===== config.mk =====
export PLATFORM = sky130hd
export DESIGN_NAME = sysele_dac_top
export DESIGN_NICKNAME = d
export VERILOG_FILES = /design/src/sysele_pkg.sv /design/src/sample_reader.sv /design/src/sample_fifo.sv /design/src/dac_unpacker.sv /design/src/sysele_dac_top.sv
export SDC_FILE = /design/constraint.sdc
export NUM_CORES = 2
export LEC_CHECK = 0
export CAP_MARGIN = 10
export CORE_ASPECT_RATIO = 0.8
export CORE_MARGIN = 4
export CORE_UTILIZATION = 61
export CTS_CLUSTER_DIAMETER = 100
export DETAILED_ROUTE_END_ITERATION = 12
export DONT_BUFFER_PORTS = 1
export HOLD_SLACK_MARGIN = 0.06
export PLACE_DENSITY = 0.81
export SETUP_SLACK_MARGIN = 0.2
export SLEW_MARGIN = 20
export SYNTH_ARGS = -nofsm -noshare
export SYNTH_HDL_FRONTEND = slang
export SYNTH_SLANG_ARGS = --single-unit

===== constraint.sdc =====
create_clock -name clkcomm_i -period 17.63 [get_ports clkcomm_i]
set_clock_uncertainty 0.1 [all_clocks]
set_input_delay 2.6445 -clock clkcomm_i [delete_from_list [all_inputs] [get_ports clkcomm_i]]
set_output_delay 2.6445 -clock clkcomm_i [all_outputs]
set_load 0.005 [all_outputs]

===== src/sysele_pkg.sv =====
// Shared widths, bounds and types; word layout and DIP codes must match the vector file
package sysele_pkg;

   // --------------------------------------------------
   // Widths
   // --------------------------------------------------
   localparam int CODE_W         = 6;
   localparam int PAIRS_PER_WORD = 4;
   // Pair 0 in the low 12 bits, DA1 low half of each pair
   localparam int WORD_W         = 2 * CODE_W * PAIRS_PER_WORD;
   localparam int ADDR_W         = 6;

   // Playback region, wraps from top to bottom
   localparam logic [ADDR_W-1:0] REGION_BOTTOM = 6'd0;
   localparam logic [ADDR_W-1:0] REGION_TOP    = 6'd63;

   // Buffer between reader and unpacker
   localparam int FIFO_DEPTH = 8;
   localparam int LEVEL_W    = 4;

   // --------------------------------------------------
   // Bundles
   // --------------------------------------------------
   typedef struct packed {
      logic              en;
      logic [ADDR_W-1:0] addr;
      logic [WORD_W-1:0] data;
   } mem_wr_t;

   typedef struct packed {
      logic              valid;
      logic              flush;
      logic [WORD_W-1:0] data;
   } fifo_push_t;

   typedef struct packed {
      logic [CODE_W-1:0] da1;
      logic [CODE_W-1:0] da2;
   } dac_pair_t;

   // --------------------------------------------------
   // States and opcodes
   // --------------------------------------------------
   typedef enum logic {
      RD_IDLE = 1'b0,
      RD_RUN  = 1'b1
   } reader_state_e;

   typedef enum logic {
      PL_IDLE = 1'b0,
      PL_PLAY = 1'b1
   } player_state_e;

   // Any other DIP value shows zero
   typedef enum logic [7:0] {
      LED_DA1 = 8'd131,
      LED_DA2 = 8'd132
   } led_sel_e;

endpackage


===== src/sample_reader.sv =====
// Writes through load_i take effect at any time; a word rewritten during playback may replay old or new
`timescale 1ns/1ps

module sample_reader (
   input  logic                             clkcomm_i,
   input  logic                             rst_i,
   input  sysele_pkg::mem_wr_t              load_i,
   input  logic                             start_i,
   input  logic                             stop_i,
   input  logic [sysele_pkg::LEVEL_W-1:0]   level_i,
   output sysele_pkg::fifo_push_t           push_o
);

   logic [sysele_pkg::WORD_W-1:0] mem [0:sysele_pkg::REGION_TOP];
   logic [sysele_pkg::WORD_W-1:0] rd_data;
   logic [sysele_pkg::ADDR_W-1:0] rd_addr;
   logic                          rd_issue;
   logic                          rd_pending;
   // Reads issued but not yet visible in level_i
   logic [1:0]                    inflight;
   logic [sysele_pkg::LEVEL_W:0]  committed;
   logic                          flush_q;
   sysele_pkg::reader_state_e     state;

   // --------------------------------------------------
   // Sample memory
   // --------------------------------------------------
   always_ff @(posedge clkcomm_i) begin
      if (load_i.en) begin
         mem[load_i.addr] <= load_i.data;
      end
      if (rd_issue) begin
         rd_data <= mem[rd_addr];
      end
   end

   // --------------------------------------------------
   // Read issue under the space rule
   // --------------------------------------------------
   assign committed = {1'b0, level_i} + {{(sysele_pkg::LEVEL_W - 1){1'b0}}, inflight};

   // No read in the cycle of a start or stop, the pipe is being cleared
   assign rd_issue = (state == sysele_pkg::RD_RUN) && !start_i && !stop_i &&
                     (committed < sysele_pkg::FIFO_DEPTH);

   always_ff @(posedge clkcomm_i) begin
      if (rst_i) begin
         state      <= sysele_pkg::RD_IDLE;
         rd_addr    <= sysele_pkg::REGION_BOTTOM;
         rd_pending <= 1'b0;
         inflight   <= 2'd0;
         flush_q    <= 1'b0;
      end else begin
         flush_q    <= start_i | stop_i;
         rd_pending <= rd_issue;
         if (stop_i) begin
            state    <= sysele_pkg::RD_IDLE;
            rd_addr  <= sysele_pkg::REGION_BOTTOM;
            inflight <= 2'd0;
         end else if (start_i) begin
            // Restart from the bottom, also when already running
            state    <= sysele_pkg::RD_RUN;
            rd_addr  <= sysele_pkg::REGION_BOTTOM;
            inflight <= 2'd0;
         end else begin
            inflight <= inflight + 2'(rd_issue) - 2'(rd_pending);
            if (rd_issue) begin
               if (rd_addr == sysele_pkg::REGION_TOP) begin
                  rd_addr <= sysele_pkg::REGION_BOTTOM;
               end else begin
                  rd_addr <= rd_addr + 1'b1;
               end
            end
         end
      end
   end

   // Data arrives one cycle after its address
   assign push_o.valid = rd_pending;
   assign push_o.flush = flush_q;
   assign push_o.data  = rd_data;

   // --------------------------------------------------
   // Checks
   // --------------------------------------------------
   // Level comes back from the FIFO one cycle behind each push
   a_no_push_at_full: assert property (
      @(posedge clkcomm_i) disable iff (rst_i)
      push_o.valid |-> (level_i != sysele_pkg::FIFO_DEPTH)
   );

endmodule


===== src/sample_fifo.sv =====
// First-word-fall-through buffer; the writer must respect level_o, a push at full is not absorbed
`timescale 1ns/1ps

module sample_fifo (
   input  logic                            clkcomm_i,
   input  logic                            rst_i,
   input  sysele_pkg::fifo_push_t          push_i,
   input  logic                            pop_i,
   output logic [sysele_pkg::WORD_W-1:0]   rd_data_o,
   output logic                            empty_o,
   output logic [sysele_pkg::LEVEL_W-1:0]  level_o
);

   logic [sysele_pkg::WORD_W-1:0]               mem [sysele_pkg::FIFO_DEPTH];
   logic [$clog2(sysele_pkg::FIFO_DEPTH)-1:0]   wr_ptr;
   logic [$clog2(sysele_pkg::FIFO_DEPTH)-1:0]   rd_ptr;
   logic [sysele_pkg::LEVEL_W-1:0]              level;
   logic                                        do_push;
   logic                                        do_pop;

   // Flush wins over push and pop
   assign do_push = push_i.valid && !push_i.flush;
   assign do_pop  = pop_i && !push_i.flush && (level != '0);

   always_ff @(posedge clkcomm_i) begin
      if (do_push) begin
         mem[wr_ptr] <= push_i.data;
      end
   end

   // --------------------------------------------------
   // Pointers and level
   // --------------------------------------------------
   always_ff @(posedge clkcomm_i) begin
      if (rst_i || push_i.flush) begin
         wr_ptr <= '0;
         rd_ptr <= '0;
         level  <= '0;
      end else begin
         // Depth is a power of two, pointers wrap naturally
         if (do_push) begin
            wr_ptr <= wr_ptr + 1'b1;
         end
         if (do_pop) begin
            rd_ptr <= rd_ptr + 1'b1;
         end
         case ({do_push, do_pop})
            2'b10:   level <= level + 1'b1;
            2'b01:   level <= level - 1'b1;
            default: level <= level;
         endcase
      end
   end

   assign rd_data_o = mem[rd_ptr];
   assign empty_o   = (level == '0);
   assign level_o   = level;

   // --------------------------------------------------
   // Checks
   // --------------------------------------------------
   a_no_pop_empty: assert property (
      @(posedge clkcomm_i) disable iff (rst_i)
      pop_i |-> !empty_o
   );

   a_no_push_full: assert property (
      @(posedge clkcomm_i) disable iff (rst_i)
      do_push |-> (level != sysele_pkg::FIFO_DEPTH)
   );

endmodule


===== src/dac_unpacker.sv =====
// One DAC pair per clock from buffered words; led_o follows dac_o one cycle late, DIP decoded each cycle
`timescale 1ns/1ps

module dac_unpacker (
   input  logic                            clkcomm_i,
   input  logic                            rst_i,
   input  logic                            flush_i,
   input  logic [sysele_pkg::WORD_W-1:0]   rd_data_i,
   input  logic                            empty_i,
   input  logic [7:0]                      dip_i,
   output logic                            pop_o,
   output sysele_pkg::dac_pair_t           dac_o,
   output logic                            dac_valid_o,
   output logic [7:0]                      led_o
);

   sysele_pkg::player_state_e                        state;
   logic [sysele_pkg::WORD_W-1:0]                    word_q;
   // Next pair to emit from word_q, zero once the word is drained
   logic [$clog2(sysele_pkg::PAIRS_PER_WORD)-1:0]    idx;
   logic                                             take;
   sysele_pkg::led_sel_e                             led_sel;

   // DA1 in the low half of each 12-bit pair
   function automatic sysele_pkg::dac_pair_t pick_pair(
      input logic [sysele_pkg::WORD_W-1:0]                 word,
      input logic [$clog2(sysele_pkg::PAIRS_PER_WORD)-1:0] sel
   );
      sysele_pkg::dac_pair_t            pair;
      logic [2*sysele_pkg::CODE_W-1:0]  slice;
      slice    = word[sel * 2 * sysele_pkg::CODE_W +: 2 * sysele_pkg::CODE_W];
      pair.da1 = slice[sysele_pkg::CODE_W-1:0];
      pair.da2 = slice[2*sysele_pkg::CODE_W-1:sysele_pkg::CODE_W];
      return pair;
   endfunction

   // --------------------------------------------------
   // Word fetch
   // --------------------------------------------------
   // Take a head word when idle or when the current one is used up
   assign take  = !flush_i && !empty_i &&
                  ((state == sysele_pkg::PL_IDLE) || (idx == '0));
   assign pop_o = take;

   always_ff @(posedge clkcomm_i) begin
      if (take) begin
         word_q <= rd_data_i;
      end
   end

   // --------------------------------------------------
   // Player FSM
   // --------------------------------------------------
   always_ff @(posedge clkcomm_i) begin
      if (rst_i || flush_i) begin
         state       <= sysele_pkg::PL_IDLE;
         idx         <= '0;
         dac_o       <= '0;
         dac_valid_o <= 1'b0;
      end else if (take) begin
         // Pair 0 straight from the head so words follow without a gap
         state       <= sysele_pkg::PL_PLAY;
         idx         <= 1'b1;
         dac_o       <= pick_pair(rd_data_i, '0);
         dac_valid_o <= 1'b1;
      end else if ((state == sysele_pkg::PL_PLAY) && (idx != '0)) begin
         idx   <= idx + 1'b1;
         dac_o <= pick_pair(word_q, idx);
      end else begin
         // Starved, wait for the next word
         state       <= sysele_pkg::PL_IDLE;
         dac_o       <= '0;
         dac_valid_o <= 1'b0;
      end
   end

   // --------------------------------------------------
   // LED debug view
   // --------------------------------------------------
   assign led_sel = sysele_pkg::led_sel_e'(dip_i);

   always_ff @(posedge clkcomm_i) begin
      if (rst_i) begin
         led_o <= 8'h00;
      end else begin
         case (led_sel)
            sysele_pkg::LED_DA1: led_o <= {{(8 - sysele_pkg::CODE_W){1'b0}}, dac_o.da1};
            sysele_pkg::LED_DA2: led_o <= {{(8 - sysele_pkg::CODE_W){1'b0}}, dac_o.da2};
            default:             led_o <= 8'h00;
         endcase
      end
   end

endmodule


===== src/sysele_dac_top.sv =====
// Single clock playback path; start_i and stop_i are one-cycle pulses, latency to dac_valid_o varies
`timescale 1ns/1ps

module sysele_dac_top (
   input  logic                   clkcomm_i,
   input  logic                   rst_i,
   input  sysele_pkg::mem_wr_t    load_i,
   input  logic                   start_i,
   input  logic                   stop_i,
   input  logic [7:0]             dip_i,
   output sysele_pkg::dac_pair_t  dac_o,
   output logic                   dac_valid_o,
   output logic [7:0]             led_o
);

   // --------------------------------------------------
   // Internal wires
   // --------------------------------------------------
   sysele_pkg::fifo_push_t             push;
   logic [sysele_pkg::LEVEL_W-1:0]     fifo_level;
   logic [sysele_pkg::WORD_W-1:0]      fifo_data;
   logic                               fifo_empty;
   logic                               fifo_pop;

   // Producer
   sample_reader i_reader (
      .clkcomm_i (clkcomm_i),
      .rst_i     (rst_i),
      .load_i    (load_i),
      .start_i   (start_i),
      .stop_i    (stop_i),
      .level_i   (fifo_level),
      .push_o    (push)
   );

   // Buffer
   sample_fifo i_fifo (
      .clkcomm_i (clkcomm_i),
      .rst_i     (rst_i),
      .push_i    (push),
      .pop_i     (fifo_pop),
      .rd_data_o (fifo_data),
      .empty_o   (fifo_empty),
      .level_o   (fifo_level)
   );

   // Consumer, shares the reader flush with the FIFO
   dac_unpacker i_unpacker (
      .clkcomm_i   (clkcomm_i),
      .rst_i       (rst_i),
      .flush_i     (push.flush),
      .rd_data_i   (fifo_data),
      .empty_i     (fifo_empty),
      .dip_i       (dip_i),
      .pop_o       (fifo_pop),
      .dac_o       (dac_o),
      .dac_valid_o (dac_valid_o),
      .led_o       (led_o)
   );

endmodule


==> flow_summary_export.csv <==
group,metric,value,unit
synthesis,ys_ff_latch,3597,
critical_path,worstPathMaxFanout,110,
critical_path,rr_endpoint,"i_reader.rd_data[14]",
clock_tree,clk_latency,0.91,ns
cells_and_area,finish.instance_area,151000,um2
grt,grt-ovfl-total,0,
min_path,worstHoldPathCells,2,
routing,wl_per_cell,40.1,um
critical_path,critPathArrivalTime,6.22,ns
synthesis,ys.flop_type,"edfxtp_1",
clock_tree,path_clk_slew,0.07,ns
synthesis,netlist_top_cells_area,"edfxtp_1, mux4_2, mux2i_1, dfxtp_1, o22ai_1",
routing,drtIter0Drc,12800,
grt,grt_pass1_vias,70000,
floorplan,core_area,221000,um2
cells_and_area,final_cell_mix,"edfxtp_1, mux4_2, clkbuf_16",
critical_path,cp_cell_sequence,"buf_4, buf_4, buf_12, or2_2, o22ai_1, nor3_1, a211o_1",
power,leakagePower,44.6,nW
cells_and_area,fin_nets,6185,
placed_design,dpl-instance-area,140000,um2
floorplan,die_w,536,um
placed_design,finalWeightedCongestion,0.829,
synthesis,synthCells,5948,
min_path,min-delay-start,"i_reader.state",
power,power_density,110,nW/um2
grt,grt_pass1_wl,528000,um
synthesis,ys_warn_count,0,
critical_path,cp-start-kind,"flip-flop",
critical_path,cp_slowest_stage_delay,0.92,ns
sta,finalCriticalPeriod,5.58,ns
sta,finalHoldViolCount,0,
critical_path,reg2reg_slack,12.05,ns
synthesis,netlist_area,136000,um2
sta,grt_setup_unrepaired,"no",
min_path,hold_path_class,"reg -> reg",
cells_and_area,mostFrequentLayoutCell,"edfxtp_1",
critical_path,r2r_cells,7,
synthesis,synth_edf_count,3552,
clock_tree,cts_buffer_depth,4,
critical_path,cp.required,18.27,ns
sta,setup_viol,0,
floorplan,rows,154,
flow_run,cap_violations,0,
critical_path,reg2reg_from,"i_reader.rd_addr[1]",
synthesis,synthArstFlopShare,0,
sta,tns,0,ns
critical_path,crit_top_cell,"buf_4",
clock_tree,cts_resized,0,
clock_tree,cts_tree,"done",
clock_tree,postCtsSetupRepairBufs,0,
critical_path,endpoint_kind,"flip-flop",
min_path,worstHoldEndpoint,"i_reader.state",
placed_design,hpwlAfterDp,185000,um
routing,ant_nets,0,
clock_tree,cts_sinks,3597,
synthesis,yosys.cell_types.count,61,
critical_path,path_buf_inv,3,
cells_and_area,drive_gt1_frac,0.253,
grt,gr-usage-all-layers,0.326,
routing,vias_per_cell,7.38,
routing,firstDrtPassIters,6,
status,status,"complete, no violations",
clock_tree,clockRootBuffer,"clkbuf_16",
sta,fmax,179,MHz
cells_and_area,area.growth.synth_to_final,10.5,%
routing,drc,0,
synthesis,synth_top_area_cell,"edfxtp_1",
grt,grt_max_degree,118,
synthesis,yosys.area.top_type_share,0.783,
grt,grt_antenna_before_repair,3,
placed_design,port_buffers,0,
clock_tree,cts_buffers,327,
floorplan,initial_core_util,0.616,
critical_path,critPathTopFamily,"buffers and inverters",
floorplan,fp.dieH,431,um
routing,vias,68800,
sta,relSlewSlack,0.192,
synthesis,syn_area_per_cell,22.9,um2
floorplan,fp.dieArea,231000,um2
sta,worst_pin_slew,1.21,ns
critical_path,critical-path-slowest-cell,"buf_4",
clock_tree,hold_buffers,0,
sta,fin_crit_sh,0.316,
synthesis,yosysSeqAreaShare,0.790,
routing,wl,374000,um
critical_path,worstSetupPathType,"reg -> reg",
clock_tree,htree_levels,5,
power,ir_worst_vdd,108,uV
sta,slew_viol_final,0,
floorplan,io_pins,88,
## worst register-to-register path: cells and delay by family, from the launching register on
family	cells	cell delay, ns
AND/OR/NAND/NOR	2	1.44
buffers and inverters	3	2.73
AO/OA/AOI/OAI	2	0.36
flip-flops	1	0.81
## sequential cells by signal (all words and copies together), names as in the netlist, named ones only
register	count
i_reader.rd_addr	6
i_reader.state	1
i_reader.mem	3072
i_unpacker.idx	2
i_fifo.wr_ptr	3
i_reader.rd_pending	1
i_unpacker.dac_o	12
i_unpacker.dac_valid_o	1
i_fifo.mem	384
i_unpacker.word_q	48
i_reader.inflight	2
i_unpacker.led_o	6
i_fifo.rd_ptr	3
i_fifo.level_o	4
i_reader.flush_q	1
i_reader.rd_data	48
## how the worst max path moves through the flow
stage / from / to / slack [ns] / cells past startpoint
2_1_floorplan: load_i[52] / i_reader.mem[32][0] / 10.29 / 4
3_3_place_gp: load_i[54] / i_reader.mem[36][30] / 12.04 / 4
3_5_place_dp: load_i[54] / i_reader.mem[10][30] / 11.93 / 4
4_1_cts: i_reader.rd_addr[0] / i_reader.rd_data[13] / 12.20 / 7
5_1_grt: i_reader.rd_addr[0] / i_reader.rd_data[13] / 11.81 / 7
6_report: i_reader.rd_addr[1] / i_reader.rd_data[14] / 12.05 / 7
## logic make-up (layout without fill, tap and decap cells)
family                     count (synthesis)  count (layout)  synth area share
DFF                                     3597            3597             0.790
and+or+nand+nor                          402             402            0.0139
other                                      1               7         0.0000275
xor gates and xnor gates                  14              14          0.000900
AOI/OAI and AO/OA                        513             513            0.0283
muxes                                   1075            1075             0.153
adders and majority gates                 10              10          0.000918
buffers and inverters                    336             742            0.0131
## Yosys cell counts (32+ instances only)
master	number
a211o_1	33
a211oi_1	32
a21oi_1	52
a22o_1	37
a22oi_1	86
buf_2	127
buf_4	46
clkbuf_1	113
dfxtp_1	45
edfxtp_1	3552
mux2_2	61
mux2i_1	211
mux4_2	803
nand2_1	88
nand3_1	34
nor2_1	130
nor2b_1	42
nor3_1	47
o22ai_1	111
## where the power goes
part	switching [W]	internal, W	total [W]
Combinational	0.0000591	0.0000290	0.0000882
Sequential	0.0000215	0.00942	0.00944
Clock	0.00316	0.00392	0.00708
Total	0.00324	0.0134	0.0166
## layer usage
metal,track usage,vias up,share of wire
met5,0,-,0.000072
met4,0.170,4,0.066
met3,0.0906,1243,0.15
met2,0.492,6618,0.47
met1,0.441,35200,0.32
li1,-,25700,-
## cell type report
cell class	count	area, um2
clock buffer	405	8650
sequential	3597	108000
antenna	5	12.5
multi-input combinational	2016	27500
fill	12500	70700
timing repair buffer	162	1310
tap	2964	3710
inverter	4	15.0
clock inverter	171	1760
## metrics by stage
| step | util | power, W | hold WS (ns) | instances | setup slack (ns) |
|---|---|---|---|---|---|
| 5_1_grt | 0.680 | 0.0170 | 0.409 | 9320 | 11.81 |
| 3_5_place_dp | 0.633 | 0.00971 | 0.377 | 8742 | 11.93 |
| 2_1_floorplan | - | 0.00968 | 0.364 | 5949 | 10.29 |
| 6_report | 0.680 | 0.0166 | 0.389 | 9324 | 12.05 |
| 4_1_cts | 0.680 | 0.0166 | 0.389 | 9318 | 12.20 |
| 3_3_place_gp | 0.633 | 0.00970 | 0.374 | 8741 | 12.04 |
Note: power is estimated with default switching activity, not from simulation.
